<file path="src/common/decode_pkg.sv">
// RV32IM decode types; micro_op_e must fit 6 bits and OP_ILLEGAL must stay at encoding zero
`default_nettype none

package decode_pkg;

    // widths with a meaning of their own
    typedef logic [31:0] xlen_t;
    typedef logic [4:0]  reg_addr_t;
    typedef logic [31:0] instr_t;

    typedef enum logic [5:0] {
        OP_ILLEGAL = 6'd0,
        // register-register ALU
        OP_ADD, OP_SUB, OP_SLL, OP_SLT, OP_SLTU,
        OP_XOR, OP_SRL, OP_SRA, OP_OR, OP_AND,
        // RV32M group
        OP_MUL, OP_MULH, OP_MULHSU, OP_MULHU,
        OP_DIV, OP_DIVU, OP_REM, OP_REMU,
        // register-immediate ALU
        OP_ADDI, OP_SLTI, OP_SLTIU, OP_XORI, OP_ORI,
        OP_ANDI, OP_SLLI, OP_SRLI, OP_SRAI,
        // loads and stores
        OP_LB, OP_LH, OP_LW, OP_LBU, OP_LHU,
        OP_SB, OP_SH, OP_SW,
        // branches
        OP_BEQ, OP_BNE, OP_BLT, OP_BGE, OP_BLTU, OP_BGEU,
        // jumps, upper immediates and system
        OP_JAL, OP_JALR, OP_LUI, OP_AUIPC,
        OP_ECALL, OP_EBREAK
    } micro_op_e;

    // NONE yields a zero immediate
    typedef enum logic [2:0] {
        IMM_NONE = 3'd0,
        IMM_I,
        IMM_S,
        IMM_B,
        IMM_U,
        IMM_J
    } imm_fmt_e;

    // combinational result of the decoder
    typedef struct packed {
        micro_op_e op;
        reg_addr_t rd;
        reg_addr_t rs1;
        reg_addr_t rs2;
        xlen_t     imm;
    } decode_out_t;

    // record handed to execute
    typedef struct packed {
        micro_op_e op;
        reg_addr_t rd;
        xlen_t     imm;
        xlen_t     rs1_val;
        xlen_t     rs2_val;
    } stage_out_t;

    // write-back from the last stage
    typedef struct packed {
        logic      en;
        reg_addr_t addr;
        xlen_t     data;
    } wb_t;

endpackage

`default_nettype wire

</file>
<file path="src/decode/instr_decoder.sv">
// purely combinational; RV32IM only, an illegal word comes out as an all-zero record with op ILLEGAL
`timescale 1ns/100ps
`default_nettype none

module instr_decoder #(
    parameter int NUM_REGS = 32
) (
    input  decode_pkg::instr_t      instr_i,
    output decode_pkg::decode_out_t dec_o
);
    import decode_pkg::*;

    micro_op_e op;
    imm_fmt_e  fmt;
    logic      use_rd;
    logic      use_rs1;
    logic      use_rs2;
    logic      bad_reg;
    xlen_t     imm;

    reg_addr_t rd_f;
    reg_addr_t rs1_f;
    reg_addr_t rs2_f;

    assign rd_f  = instr_i[11:7];
    assign rs1_f = instr_i[19:15];
    assign rs2_f = instr_i[24:20];

    // pattern match on the whole word, fields laid out as funct7_rs2_rs1_funct3_rd_opcode
    always_comb begin
        casez (instr_i)
            32'b0000000_?????_?????_000_?????_0110011: op = OP_ADD;
            32'b0100000_?????_?????_000_?????_0110011: op = OP_SUB;
            32'b0000000_?????_?????_001_?????_0110011: op = OP_SLL;
            32'b0000000_?????_?????_010_?????_0110011: op = OP_SLT;
            32'b0000000_?????_?????_011_?????_0110011: op = OP_SLTU;
            32'b0000000_?????_?????_100_?????_0110011: op = OP_XOR;
            32'b0000000_?????_?????_101_?????_0110011: op = OP_SRL;
            32'b0100000_?????_?????_101_?????_0110011: op = OP_SRA;
            32'b0000000_?????_?????_110_?????_0110011: op = OP_OR;
            32'b0000000_?????_?????_111_?????_0110011: op = OP_AND;
            32'b0000001_?????_?????_000_?????_0110011: op = OP_MUL;
            32'b0000001_?????_?????_001_?????_0110011: op = OP_MULH;
            32'b0000001_?????_?????_010_?????_0110011: op = OP_MULHSU;
            32'b0000001_?????_?????_011_?????_0110011: op = OP_MULHU;
            32'b0000001_?????_?????_100_?????_0110011: op = OP_DIV;
            32'b0000001_?????_?????_101_?????_0110011: op = OP_DIVU;
            32'b0000001_?????_?????_110_?????_0110011: op = OP_REM;
            32'b0000001_?????_?????_111_?????_0110011: op = OP_REMU;
            32'b????????????_?????_000_?????_0010011:  op = OP_ADDI;
            32'b????????????_?????_010_?????_0010011:  op = OP_SLTI;
            32'b????????????_?????_011_?????_0010011:  op = OP_SLTIU;
            32'b????????????_?????_100_?????_0010011:  op = OP_XORI;
            32'b????????????_?????_110_?????_0010011:  op = OP_ORI;
            32'b????????????_?????_111_?????_0010011:  op = OP_ANDI;
            32'b0000000_?????_?????_001_?????_0010011: op = OP_SLLI;
            32'b0000000_?????_?????_101_?????_0010011: op = OP_SRLI;
            32'b0100000_?????_?????_101_?????_0010011: op = OP_SRAI;
            32'b????????????_?????_000_?????_0000011:  op = OP_LB;
            32'b????????????_?????_001_?????_0000011:  op = OP_LH;
            32'b????????????_?????_010_?????_0000011:  op = OP_LW;
            32'b????????????_?????_100_?????_0000011:  op = OP_LBU;
            32'b????????????_?????_101_?????_0000011:  op = OP_LHU;
            32'b???????_?????_?????_000_?????_0100011: op = OP_SB;
            32'b???????_?????_?????_001_?????_0100011: op = OP_SH;
            32'b???????_?????_?????_010_?????_0100011: op = OP_SW;
            32'b???????_?????_?????_000_?????_1100011: op = OP_BEQ;
            32'b???????_?????_?????_001_?????_1100011: op = OP_BNE;
            32'b???????_?????_?????_100_?????_1100011: op = OP_BLT;
            32'b???????_?????_?????_101_?????_1100011: op = OP_BGE;
            32'b???????_?????_?????_110_?????_1100011: op = OP_BLTU;
            32'b???????_?????_?????_111_?????_1100011: op = OP_BGEU;
            32'b????????????????????_?????_1101111:    op = OP_JAL;
            32'b????????????_?????_000_?????_1100111:  op = OP_JALR;
            32'b????????????????????_?????_0110111:    op = OP_LUI;
            32'b????????????????????_?????_0010111:    op = OP_AUIPC;
            32'b000000000000_00000_000_00000_1110011:  op = OP_ECALL;
            32'b000000000001_00000_000_00000_1110011:  op = OP_EBREAK;
            default:                                   op = OP_ILLEGAL;
        endcase
    end

    // format and register use follow from the opcode alone
    always_comb begin
        fmt     = IMM_NONE;
        use_rd  = 1'b0;
        use_rs1 = 1'b0;
        use_rs2 = 1'b0;
        case (instr_i[6:0])
            7'b0110011: begin
                use_rd  = 1'b1;
                use_rs1 = 1'b1;
                use_rs2 = 1'b1;
            end
            7'b0010011, 7'b0000011, 7'b1100111: begin
                fmt     = IMM_I;
                use_rd  = 1'b1;
                use_rs1 = 1'b1;
            end
            7'b0100011: begin
                fmt     = IMM_S;
                use_rs1 = 1'b1;
                use_rs2 = 1'b1;
            end
            7'b1100011: begin
                fmt     = IMM_B;
                use_rs1 = 1'b1;
                use_rs2 = 1'b1;
            end
            7'b0110111, 7'b0010111: begin
                fmt    = IMM_U;
                use_rd = 1'b1;
            end
            7'b1101111: begin
                fmt    = IMM_J;
                use_rd = 1'b1;
            end
            default: begin
                fmt = IMM_NONE;
            end
        endcase
    end

    // sign always comes from bit 31
    always_comb begin
        case (fmt)
            IMM_I:   imm = {{20{instr_i[31]}}, instr_i[31:20]};
            IMM_S:   imm = {{20{instr_i[31]}}, instr_i[31:25], instr_i[11:7]};
            IMM_B:   imm = {{19{instr_i[31]}}, instr_i[31], instr_i[7],
                            instr_i[30:25], instr_i[11:8], 1'b0};
            IMM_U:   imm = {instr_i[31:12], 12'd0};
            IMM_J:   imm = {{11{instr_i[31]}}, instr_i[31], instr_i[19:12],
                            instr_i[20], instr_i[30:21], 1'b0};
            default: imm = '0;
        endcase
    end

    // only indices the format actually uses can make the word illegal
    assign bad_reg = (use_rd  && (32'(rd_f)  >= NUM_REGS)) ||
                     (use_rs1 && (32'(rs1_f) >= NUM_REGS)) ||
                     (use_rs2 && (32'(rs2_f) >= NUM_REGS));

    always_comb begin
        dec_o = '0;
        if (op != OP_ILLEGAL && !bad_reg) begin
            dec_o.op  = op;
            dec_o.rd  = use_rd  ? rd_f  : '0;
            dec_o.rs1 = use_rs1 ? rs1_f : '0;
            dec_o.rs2 = use_rs2 ? rs2_f : '0;
            dec_o.imm = imm;
        end
    end

endmodule

`default_nettype wire

</file>
<file path="src/rtl/reg_file.sv">
// NUM_REGS must be a power of two; write-back addresses at or above NUM_REGS alias by low bits
`timescale 1ns/100ps
`default_nettype none

module reg_file #(
    parameter int NUM_REGS = 32
) (
    input  logic                  clk_i,
    input  logic                  rst_i,
    input  decode_pkg::reg_addr_t rd1_addr_i,
    input  decode_pkg::reg_addr_t rd2_addr_i,
    output decode_pkg::xlen_t     rd1_data_o,
    output decode_pkg::xlen_t     rd2_data_o,
    input  decode_pkg::wb_t       wb_i
);
    import decode_pkg::*;

    localparam int AW = $clog2(NUM_REGS);

    xlen_t regs [NUM_REGS];

    logic [AW-1:0] wr_idx;
    logic [AW-1:0] rd1_idx;
    logic [AW-1:0] rd2_idx;

    assign wr_idx  = wb_i.addr[AW-1:0];
    assign rd1_idx = rd1_addr_i[AW-1:0];
    assign rd2_idx = rd2_addr_i[AW-1:0];

    always_ff @(posedge clk_i) begin
        if (rst_i) begin
            for (int i = 0; i < NUM_REGS; i++) begin
                regs[i] <= '0;
            end
        end else if (wb_i.en && wr_idx != '0) begin
            regs[wr_idx] <= wb_i.data;
        end
    end

    // x0 is forced to zero on the read side as well
    assign rd1_data_o = (rd1_idx == '0) ? '0 : regs[rd1_idx];
    assign rd2_data_o = (rd2_idx == '0) ? '0 : regs[rd2_idx];

endmodule

`default_nettype wire

</file>
<file path="src/rtl/operand_stage.sv">
// one register level, no back-pressure; payload fields only load on a strobe and hold otherwise
`timescale 1ns/100ps
`default_nettype none

module operand_stage (
    input  logic                    clk_i,
    input  logic                    rst_i,
    input  logic                    valid_i,
    input  decode_pkg::decode_out_t dec_i,
    input  decode_pkg::xlen_t       rs1_raw_i,
    input  decode_pkg::xlen_t       rs2_raw_i,
    input  decode_pkg::wb_t         wb_i,
    output decode_pkg::stage_out_t  out_o,
    output logic                    out_valid_o
);
    import decode_pkg::*;

    logic  fwd_rs1;
    logic  fwd_rs2;
    xlen_t rs1_val;
    xlen_t rs2_val;

    // a write landing this cycle is not yet visible in the array
    assign fwd_rs1 = wb_i.en && (wb_i.addr != '0) && (wb_i.addr == dec_i.rs1);
    assign fwd_rs2 = wb_i.en && (wb_i.addr != '0) && (wb_i.addr == dec_i.rs2);

    assign rs1_val = fwd_rs1 ? wb_i.data : rs1_raw_i;
    assign rs2_val = fwd_rs2 ? wb_i.data : rs2_raw_i;

    // control part of the record
    always_ff @(posedge clk_i) begin
        if (rst_i) begin
            out_valid_o <= 1'b0;
            out_o.op    <= OP_ILLEGAL;
        end else begin
            out_valid_o <= valid_i;
            if (valid_i) begin
                out_o.op <= dec_i.op;
            end
        end
    end

    // payload part
    always_ff @(posedge clk_i) begin
        if (valid_i) begin
            out_o.rd      <= dec_i.rd;
            out_o.imm     <= dec_i.imm;
            out_o.rs1_val <= rs1_val;
            out_o.rs2_val <= rs2_val;
        end
    end

endmodule

`default_nettype wire

</file>
<file path="src/rtl/decode_read_top.sv">
// decode and register read, one cycle strobe to record; execute must take a record every cycle
`timescale 1ns/100ps
`default_nettype none

module decode_read_top #(
    parameter int NUM_REGS = 32
) (
    input  logic                   clk_i,
    input  logic                   rst_i,
    input  decode_pkg::instr_t     instr_i,
    input  logic                   instr_valid_i,
    input  decode_pkg::wb_t        wb_i,
    output decode_pkg::stage_out_t out_o,
    output logic                   out_valid_o
);
    import decode_pkg::*;

    decode_out_t dec;
    xlen_t       rs1_raw;
    xlen_t       rs2_raw;

    instr_decoder #(
        .NUM_REGS (NUM_REGS)
    ) u_decoder (
        .instr_i (instr_i),
        .dec_o   (dec)
    );

    // reads run in parallel with the decode, on the zeroed fields of unused slots
    reg_file #(
        .NUM_REGS (NUM_REGS)
    ) u_reg_file (
        .clk_i      (clk_i),
        .rst_i      (rst_i),
        .rd1_addr_i (dec.rs1),
        .rd2_addr_i (dec.rs2),
        .rd1_data_o (rs1_raw),
        .rd2_data_o (rs2_raw),
        .wb_i       (wb_i)
    );

    operand_stage u_stage (
        .clk_i       (clk_i),
        .rst_i       (rst_i),
        .valid_i     (instr_valid_i),
        .dec_i       (dec),
        .rs1_raw_i   (rs1_raw),
        .rs2_raw_i   (rs2_raw),
        .wb_i        (wb_i),
        .out_o       (out_o),
        .out_valid_o (out_valid_o)
    );

endmodule

`default_nettype wire

</file>
<file path="config.mk">
export PLATFORM = sky130hd
export DESIGN_NAME = decode_read_top
export DESIGN_NICKNAME = d
export VERILOG_FILES = /design/src/common/decode_pkg.sv /design/src/decode/instr_decoder.sv /design/src/rtl/reg_file.sv /design/src/rtl/operand_stage.sv /design/src/rtl/decode_read_top.sv
export SDC_FILE = /design/constraint.sdc
export NUM_CORES = 2
export LEC_CHECK = 0
export BUFFER_PORTS_ARGS = -buffer_cell sky130_fd_sc_hd__buf_4
export CAP_MARGIN = 5
export CORE_ASPECT_RATIO = 1.75
export CORE_MARGIN = 10
export CORE_UTILIZATION = 55
export DETAILED_ROUTE_END_ITERATION = 12
export PLACE_DENSITY = 0.72
export SYNTH_ARGS = -nofsm -noshare
export SYNTH_HDL_FRONTEND = slang
export SYNTH_SLANG_ARGS = --single-unit
</file>
<file path="constraint.sdc">
create_clock -name clk_i -period 10.9 [get_ports clk_i]
set_clock_uncertainty 0.05 [all_clocks]
set_input_delay 1.635 -clock clk_i [delete_from_list [all_inputs] [get_ports clk_i]]
set_output_delay 1.635 -clock clk_i [all_outputs]
set_load 0.05 [all_outputs]
</file>
== Word-level counts from Yosys, hierarchy flattened ==
Memory sizes are Yosys's and may differ from the RTL's.
Index checks and enable logic that the tools add are counted.

* Flip-flop bits (word level): 108
* Bits in latches: 0
* Memory bits (writable): 1,024
* ROM bits: 0
* Input port bits: 73
* Output and inout bits: 108
* Word-level logic and storage cells: 103
* Memories kept: 1

* $add $sub $neg: 0
* Multiply operators: 0
* Div/mod/pow operators: 0
* Magnitude comparators: 0
* Equality and inequality tests: 60
* Shift operators: 0
* Multiplexer cells: 22
* Bitwise gates (word level): 0
* Reductions and logical operators: 14

{| class="wikitable"
|+ Memory list
! name !! words !! width !! rd ports !! clocked after Yosys merged registers in !! write ports !! line !! RTL
|-
| u_reg_file.regs || 32 || 32 || 2 || 0 || 32 || reg_file.sv:20 || <nowiki>xlen_t regs [NUM_REGS];</nowiki>
|}

{| class="wikitable"
|+ Operators by type and width
! kind !! number
|-
| 6-bit one-hot mux with 47 select lines || 1
|-
| 32-bit two-way mux || 5
|-
| 32-bit one-hot mux with 5 select lines || 1
|-
| 17-bit by 11-bit equality test with 1-bit output (second input constant) || 8
|-
| 10-bit equality test (second input constant) || 9
|-
| 17-bit by 10-bit equality test with 1-bit output (second input constant) || 5
|-
| 53-bit two-way mux || 1
|-
| 17-bit by 16-bit equality test with 1-bit output (second input constant) || 3
|-
| 10-bit by 9-bit equality test with 1-bit output (second input constant) || 4
|-
| 17-bit by 8-bit equality test with 1-bit output (second input constant) || 2
|-
| 17-bit by 9-bit equality test with 1-bit output (second input constant) || 2
|-
| 32-bit by 21-bit equality test with 1-bit output (second input constant) || 1
|-
| 32-bit by 7-bit equality test with 1-bit output (second input constant) || 1
|-
| 32-bit OR reduction || 1
|-
| 10-bit by 8-bit equality test with 1-bit output (second input constant) || 3
|-
| 7-bit by 6-bit equality test with 1-bit output (second input constant) || 3
|-
| 7-bit equality test (second input constant) || 3
|-
| 10-bit by 7-bit equality test with 1-bit output (second input constant) || 2
|-
| 5-bit two-way mux || 4
|-
| 17-bit by 6-bit equality test with 1-bit output (second input constant) || 1
|-
| 3-bit one-hot mux with 5 select lines || 1
|-
| 7-bit by 5-bit equality test with 1-bit output (second input constant) || 2
|-
| 10-bit by 2-bit equality test with 1-bit output (second input constant) || 1
|-
| 10-bit by 5-bit equality test with 1-bit output (second input constant) || 1
|-
| 16 further kinds || 31
|}

== Depth between registers and ports, before layout ==
* Word-level depth: 9
* Depth in mapped cells: 16
* Depth with buffers taken out: 10

== Hierarchy ==
A second synthesis with hierarchy kept.

* Cell total of the unflattened synthesis: 3,996
* Area total of the unflattened synthesis: 60,510.5 um2

{| class="wikitable"
|+ Modules (own cells, without submodules)
! module !! times used !! cells an instance !! area each (um2) !! sequential area each (um2)
|-
| reg_file || 1 || 3,502 || 54,253.3 || 30,749.5
|-
| operand_stage || 1 || 208 || 4,446.8 || 3,173.0
|-
| instr_decoder || 1 || 286 || 1,810.5 || 0.0
|}

== Least setup slack after synthesis ==
Ideal clock, no wire load.

* Path kind: input to register
* Start: in instr_i[15]
* End: reg u_stage.out_o[33] (netlist name)
* Data arrival time: 4.502 ns
* Required time: 10.590 ns
* Slack: 6.087 ns
* Stages: 15
* Path buffers: 5
* Cell sequence: buf_2 -> or2_1 -> clkbuf_1 -> or4_1 -> nor4_4 -> or3_1 -> buf_6 -> o211ai_1 -> or2_2 -> clkbuf_1 -> nor2_1 -> buf_2 -> o221ai_1 -> nand4_1 -> o21ai_0

* Word-level cells in the longest chain between the ends: 7

{| class="wikitable"
|+ RTL lines
! element !! line !! RTL
|-
| from (decl) || decode_read_top.sv:10 || <nowiki>input decode_pkg::instr_t instr_i,</nowiki>
|-
| 32-bit by 21-bit equality test with 1-bit output or 32-bit by 7-bit equality test with 1-bit output (tied branches) || instr_decoder.sv:31 || <nowiki>casez (instr_i)</nowiki>
|-
| 6-bit one-hot mux with 47 select lines || instr_decoder.sv:31 ||
|-
| 6-bit nonzero test || instr_decoder.sv:145 || <nowiki>if (op != OP_ILLEGAL && !bad_reg) begin</nowiki>
|-
| 53-bit two-way mux * || instr_decoder.sv:145 ||
|-
| memory 32 x 32 bit, or another cell as far along || n/a ||
|-
| 32-bit two-way mux or 1-bit logical AND (tied branches) || reg_file.sv:41, operand_stage.sv:24 ||
|-
| 32-bit two-way mux * || operand_stage.sv:27 || <nowiki>assign rs1_val = fwd_rs1 ? wb_i.data : rs1_raw_i;</nowiki>
|-
| net u_stage.rs1_val[1] || operand_stage.sv:20 || <nowiki>xlen_t rs1_val;</nowiki>
|}

The timed path passes the listed nets; every way through them passes the cells marked *.
A chain may end at the register's enable or synchronous reset.

== Worst setup path in the final report ==
* Start: in instr_i[15]
* End: reg u_stage.out_o[19] (netlist name)

* Word-level cells in the longest chain between the ends: 7

{| class="wikitable"
|+ RTL lines
! element !! line !! RTL
|-
| 32-bit by 21-bit equality test with 1-bit output or 32-bit by 7-bit equality test with 1-bit output (tied branches) || instr_decoder.sv:31 ||
|-
| 6-bit one-hot mux with 47 select lines * || instr_decoder.sv:31 ||
|-
| 6-bit nonzero test * || instr_decoder.sv:145 ||
|-
| 53-bit two-way mux * || instr_decoder.sv:145 ||
|-
| memory 32 x 32 bit, or another cell as far along || n/a ||
|-
| 32-bit two-way mux or 1-bit logical AND (tied branches) || reg_file.sv:42, operand_stage.sv:25 ||
|-
| 32-bit two-way mux * || operand_stage.sv:28 || <nowiki>assign rs2_val = fwd_rs2 ? wb_i.data : rs2_raw_i;</nowiki>
|-
| net u_stage.rs2_val[19] || operand_stage.sv:21 || <nowiki>xlen_t rs2_val;</nowiki>
|}

Marked as above.

==> qor.txt <==
die height -> 464 um
vias in the first global route -> 50200
initial antenna violation count -> 18
Fillers -> 8964
first-pass GRT wire length -> 362000 um
Routed WL -> 258000 um
pwr dens -> 143 mW/mm2
CTS Root Buffer Type -> clkbuf_16
Boundary Pins -> 181
Clock Path Buffers -> 3
CP Capture Type -> flip-flop
flop and latch count out of synthesis -> 1132
post-synthesis cell count -> 5574
nets@finish -> 5530
largest net degree at the start of global routing -> 119
die width -> 274 um
drt drc -> 0
WP data required -> 11360 ps
final hold vios -> 0
max_cap viols -> 0
final instance area -> 0.0676 mm2
Die Area -> 0.127 mm2
Placed Area -> 0.0645 mm2
Initial Util -> 0.555
run status -> finished, final reports clean
Max Slew Vio Count -> 0
layout cells sized above 1 -> 0.146
Post-CTS Resized -> 0
startpoint types -> input pin
worst-skew pair later-pin latency -> 770 ps
HP Class -> flip-flop to flip-flop
IO Port Bufs -> 180
Post-synth ARST share -> 0
cell mode on critical path -> buf_4
via density per instance -> 7.46
ANT nets after route -> 0
drt wl/cell -> 36.8 um
total track usage -> 0.395
placer congestion estimate -> 0.976
number of buffers created by CTS -> 101
Sum Neg Setup Slack -> 0 ps
fin crit share -> 0.619
peak supply drop -> 0.000124 V
H-tree Lvls -> 3
postcts setup bufs -> 0
CTS Sinks -> 1132
Primary FF master, synth -> edfxtp_1
CP Class -> input pin to flip-flop
vias -> 52400
Area Growth Syn to Fin -> 9.25%
CORE AREA -> 0.111 mm2
clock slew at reported path FFs -> 70 ps
Pre-antenna DRT Iters -> 9
Leak Pwr -> 23.7 nW
crit path max fanout -> 51
register area share after synthesis -> 0.548
max_slew headroom -> 0.110
data arrival time of the critical path -> 7210 ps
post-synthesis cell type count -> 93
Worst-Margin Slew -> 1330 ps
Slowest Stage Delay on Critical Path -> 730 ps
minimum clock period after layout -> 6750 ps
global route overflow -> 0
Row Count -> 162
crit-path cells -> buf_4 -> or2_2 -> or4_1 -> nor4_4 -> nor3_2 -> a21oi_4 -> buf_12 -> nand2_1 -> nor2_2 -> buf_4 -> and3_1 -> a31oi_1 -> a32o_1
CTS tree -> built
Post-synth EDFFs -> 1125
DRT iter0 DRCs -> 10400
CP max stage cell -> nor2_2
RSZ-0062 raised after global routing -> false
syn avg cell area -> 11.1 um2
fmax -> 148 MHz
Setup-failing EPs final -> 0
Synth warnings -> 0
Mapped Area -> 0.0619 mm2
final core utilization -> 0.606
DP HPWL -> 153000 um
Post-CTS Hold Buffers -> 0
## worst paths after layout
kind	startpoint	slack [ps]	end	cells after the start
worst max-delay path	instr_i[15]	4150	u_stage.out_o[19]$_DFFE_PP_	13
worst min-delay path	u_stage.out_o[104]$_SDFFE_PP0P_	430	u_stage.out_o[104]$_SDFFE_PP0P_	2
worst max register to register	u_reg_file.regs[4][26]$_SDFFCE_PN0P_	8640	u_stage.out_o[58]$_DFFE_PP_	7
worst min register to register	u_stage.out_o[104]$_SDFFE_PP0P_	430	u_stage.out_o[104]$_SDFFE_PP0P_	2
## metal layers
layer / share of wire / vias up / wire [um] / global-route usage
met4: 0.090 / 14 / 23100 / 0.294
met1: 0.32 / 25100 / 82200 / 0.468
met5: 0.00040 / - / 104 / 0
li1: - / 20600 / - / -
met2: 0.45 / 5259 / 115000 / 0.605
met3: 0.15 / 1432 / 37700 / 0.113
## worst max-delay path, delay by kind of cell
family | cells | cell delay (ps)
AOI/OAI and AO/OA | 3 | 960
and+or+nand+nor | 7 | 3310
buffers and inverters | 3 | 1210
## sequential cells by signal, summed over array words and instances (netlist names)
| name | flops |
|---|---|
| u_reg_file.regs | 1024 |
| u_stage.out_o | 107 |
| u_stage.out_valid_o | 1 |
## per-stage QoR
stage	instances	setup WS, ps	total power [W]	hold slack (ps)
CTS	7010	4450	0.00958	437
global placement	6829	3890	0.00613	416
global route	7014	4220	0.00983	482
floorplan	5605	6090	0.00575	563
detailed placement	6830	3670	0.00616	428
finish	7022	4150	0.00967	434
## layout by cell type (no fill, tap or decap), drive strengths merged, types with 58 or more instances in the layout
master	count
edfxtp	1125
and2	1000
nand3	58
o221ai	175
mux2i	196
a211oi	121
o22ai	141
a2bb2oi	66
inv	89
o21ai	324
mux2	167
o211ai	59
a21oi	185
nand2	249
nor2	393
clkbuf	126
buf	320
## logic make-up after synthesis
group / Yosys count / share of synthesized area
xor gates and xnor gates: 8 / 0.00113
AOI/OAI and AO/OA: 1442 / 0.164
muxes: 397 / 0.0745
other: 1 / 0.0000606
buffers and inverters: 655 / 0.0416
and+or+nand+nor: 1939 / 0.171
DFF: 1132 / 0.548
## synthesized netlist by cell type (all sizes together), types with 34 or more instances
| cell | instances | share of area |
|---|---|---|
| a211oi | 121 | 0.015 |
| a21oi | 185 | 0.015 |
| a221oi | 44 | 0.0062 |
| a2bb2oi | 66 | 0.0093 |
| and2 | 1000 | 0.10 |
| buf | 140 | 0.010 |
| clkbuf | 432 | 0.026 |
| edfxtp | 1125 | 0.55 |
| inv | 83 | 0.0050 |
| mux2 | 167 | 0.030 |
| mux2i | 196 | 0.032 |
| mux4 | 34 | 0.012 |
| nand2 | 249 | 0.015 |
| nand3 | 58 | 0.0047 |
| nor2 | 393 | 0.024 |
| nor3 | 44 | 0.0037 |
| o211ai | 59 | 0.0072 |
| o21ai | 324 | 0.026 |
| o221ai | 175 | 0.025 |
| o22ai | 141 | 0.014 |
| o31a | 34 | 0.0048 |
| or2 | 53 | 0.0054 |
## power by group
part           switching (W)  total, W  internal [W]
combinational       0.000673  0.000962      0.000289
clock                0.00169   0.00355       0.00186
sequential          0.000138   0.00516       0.00502
## area by class of cell
| type | instances | area, um2 | share of cell area |
|---|---|---|---|
| Clock buffer | 126 | 2670 | 0.0396 |
| Timing Repair Buffer | 321 | 2550 | 0.0377 |
| Tap cell | 1476 | 1850 | 0.0273 |
| Clock inverter | 54 | 412 | 0.00609 |
| Inverter | 83 | 312 | 0.00461 |
| Antenna cell | 12 | 30.0 | 0.000444 |
| Multi-Input combinational cell | 3818 | 25800 | 0.382 |
| Sequential cell | 1132 | 33900 | 0.502 |
No activity file was read; power rests on OpenSTA's default activity.
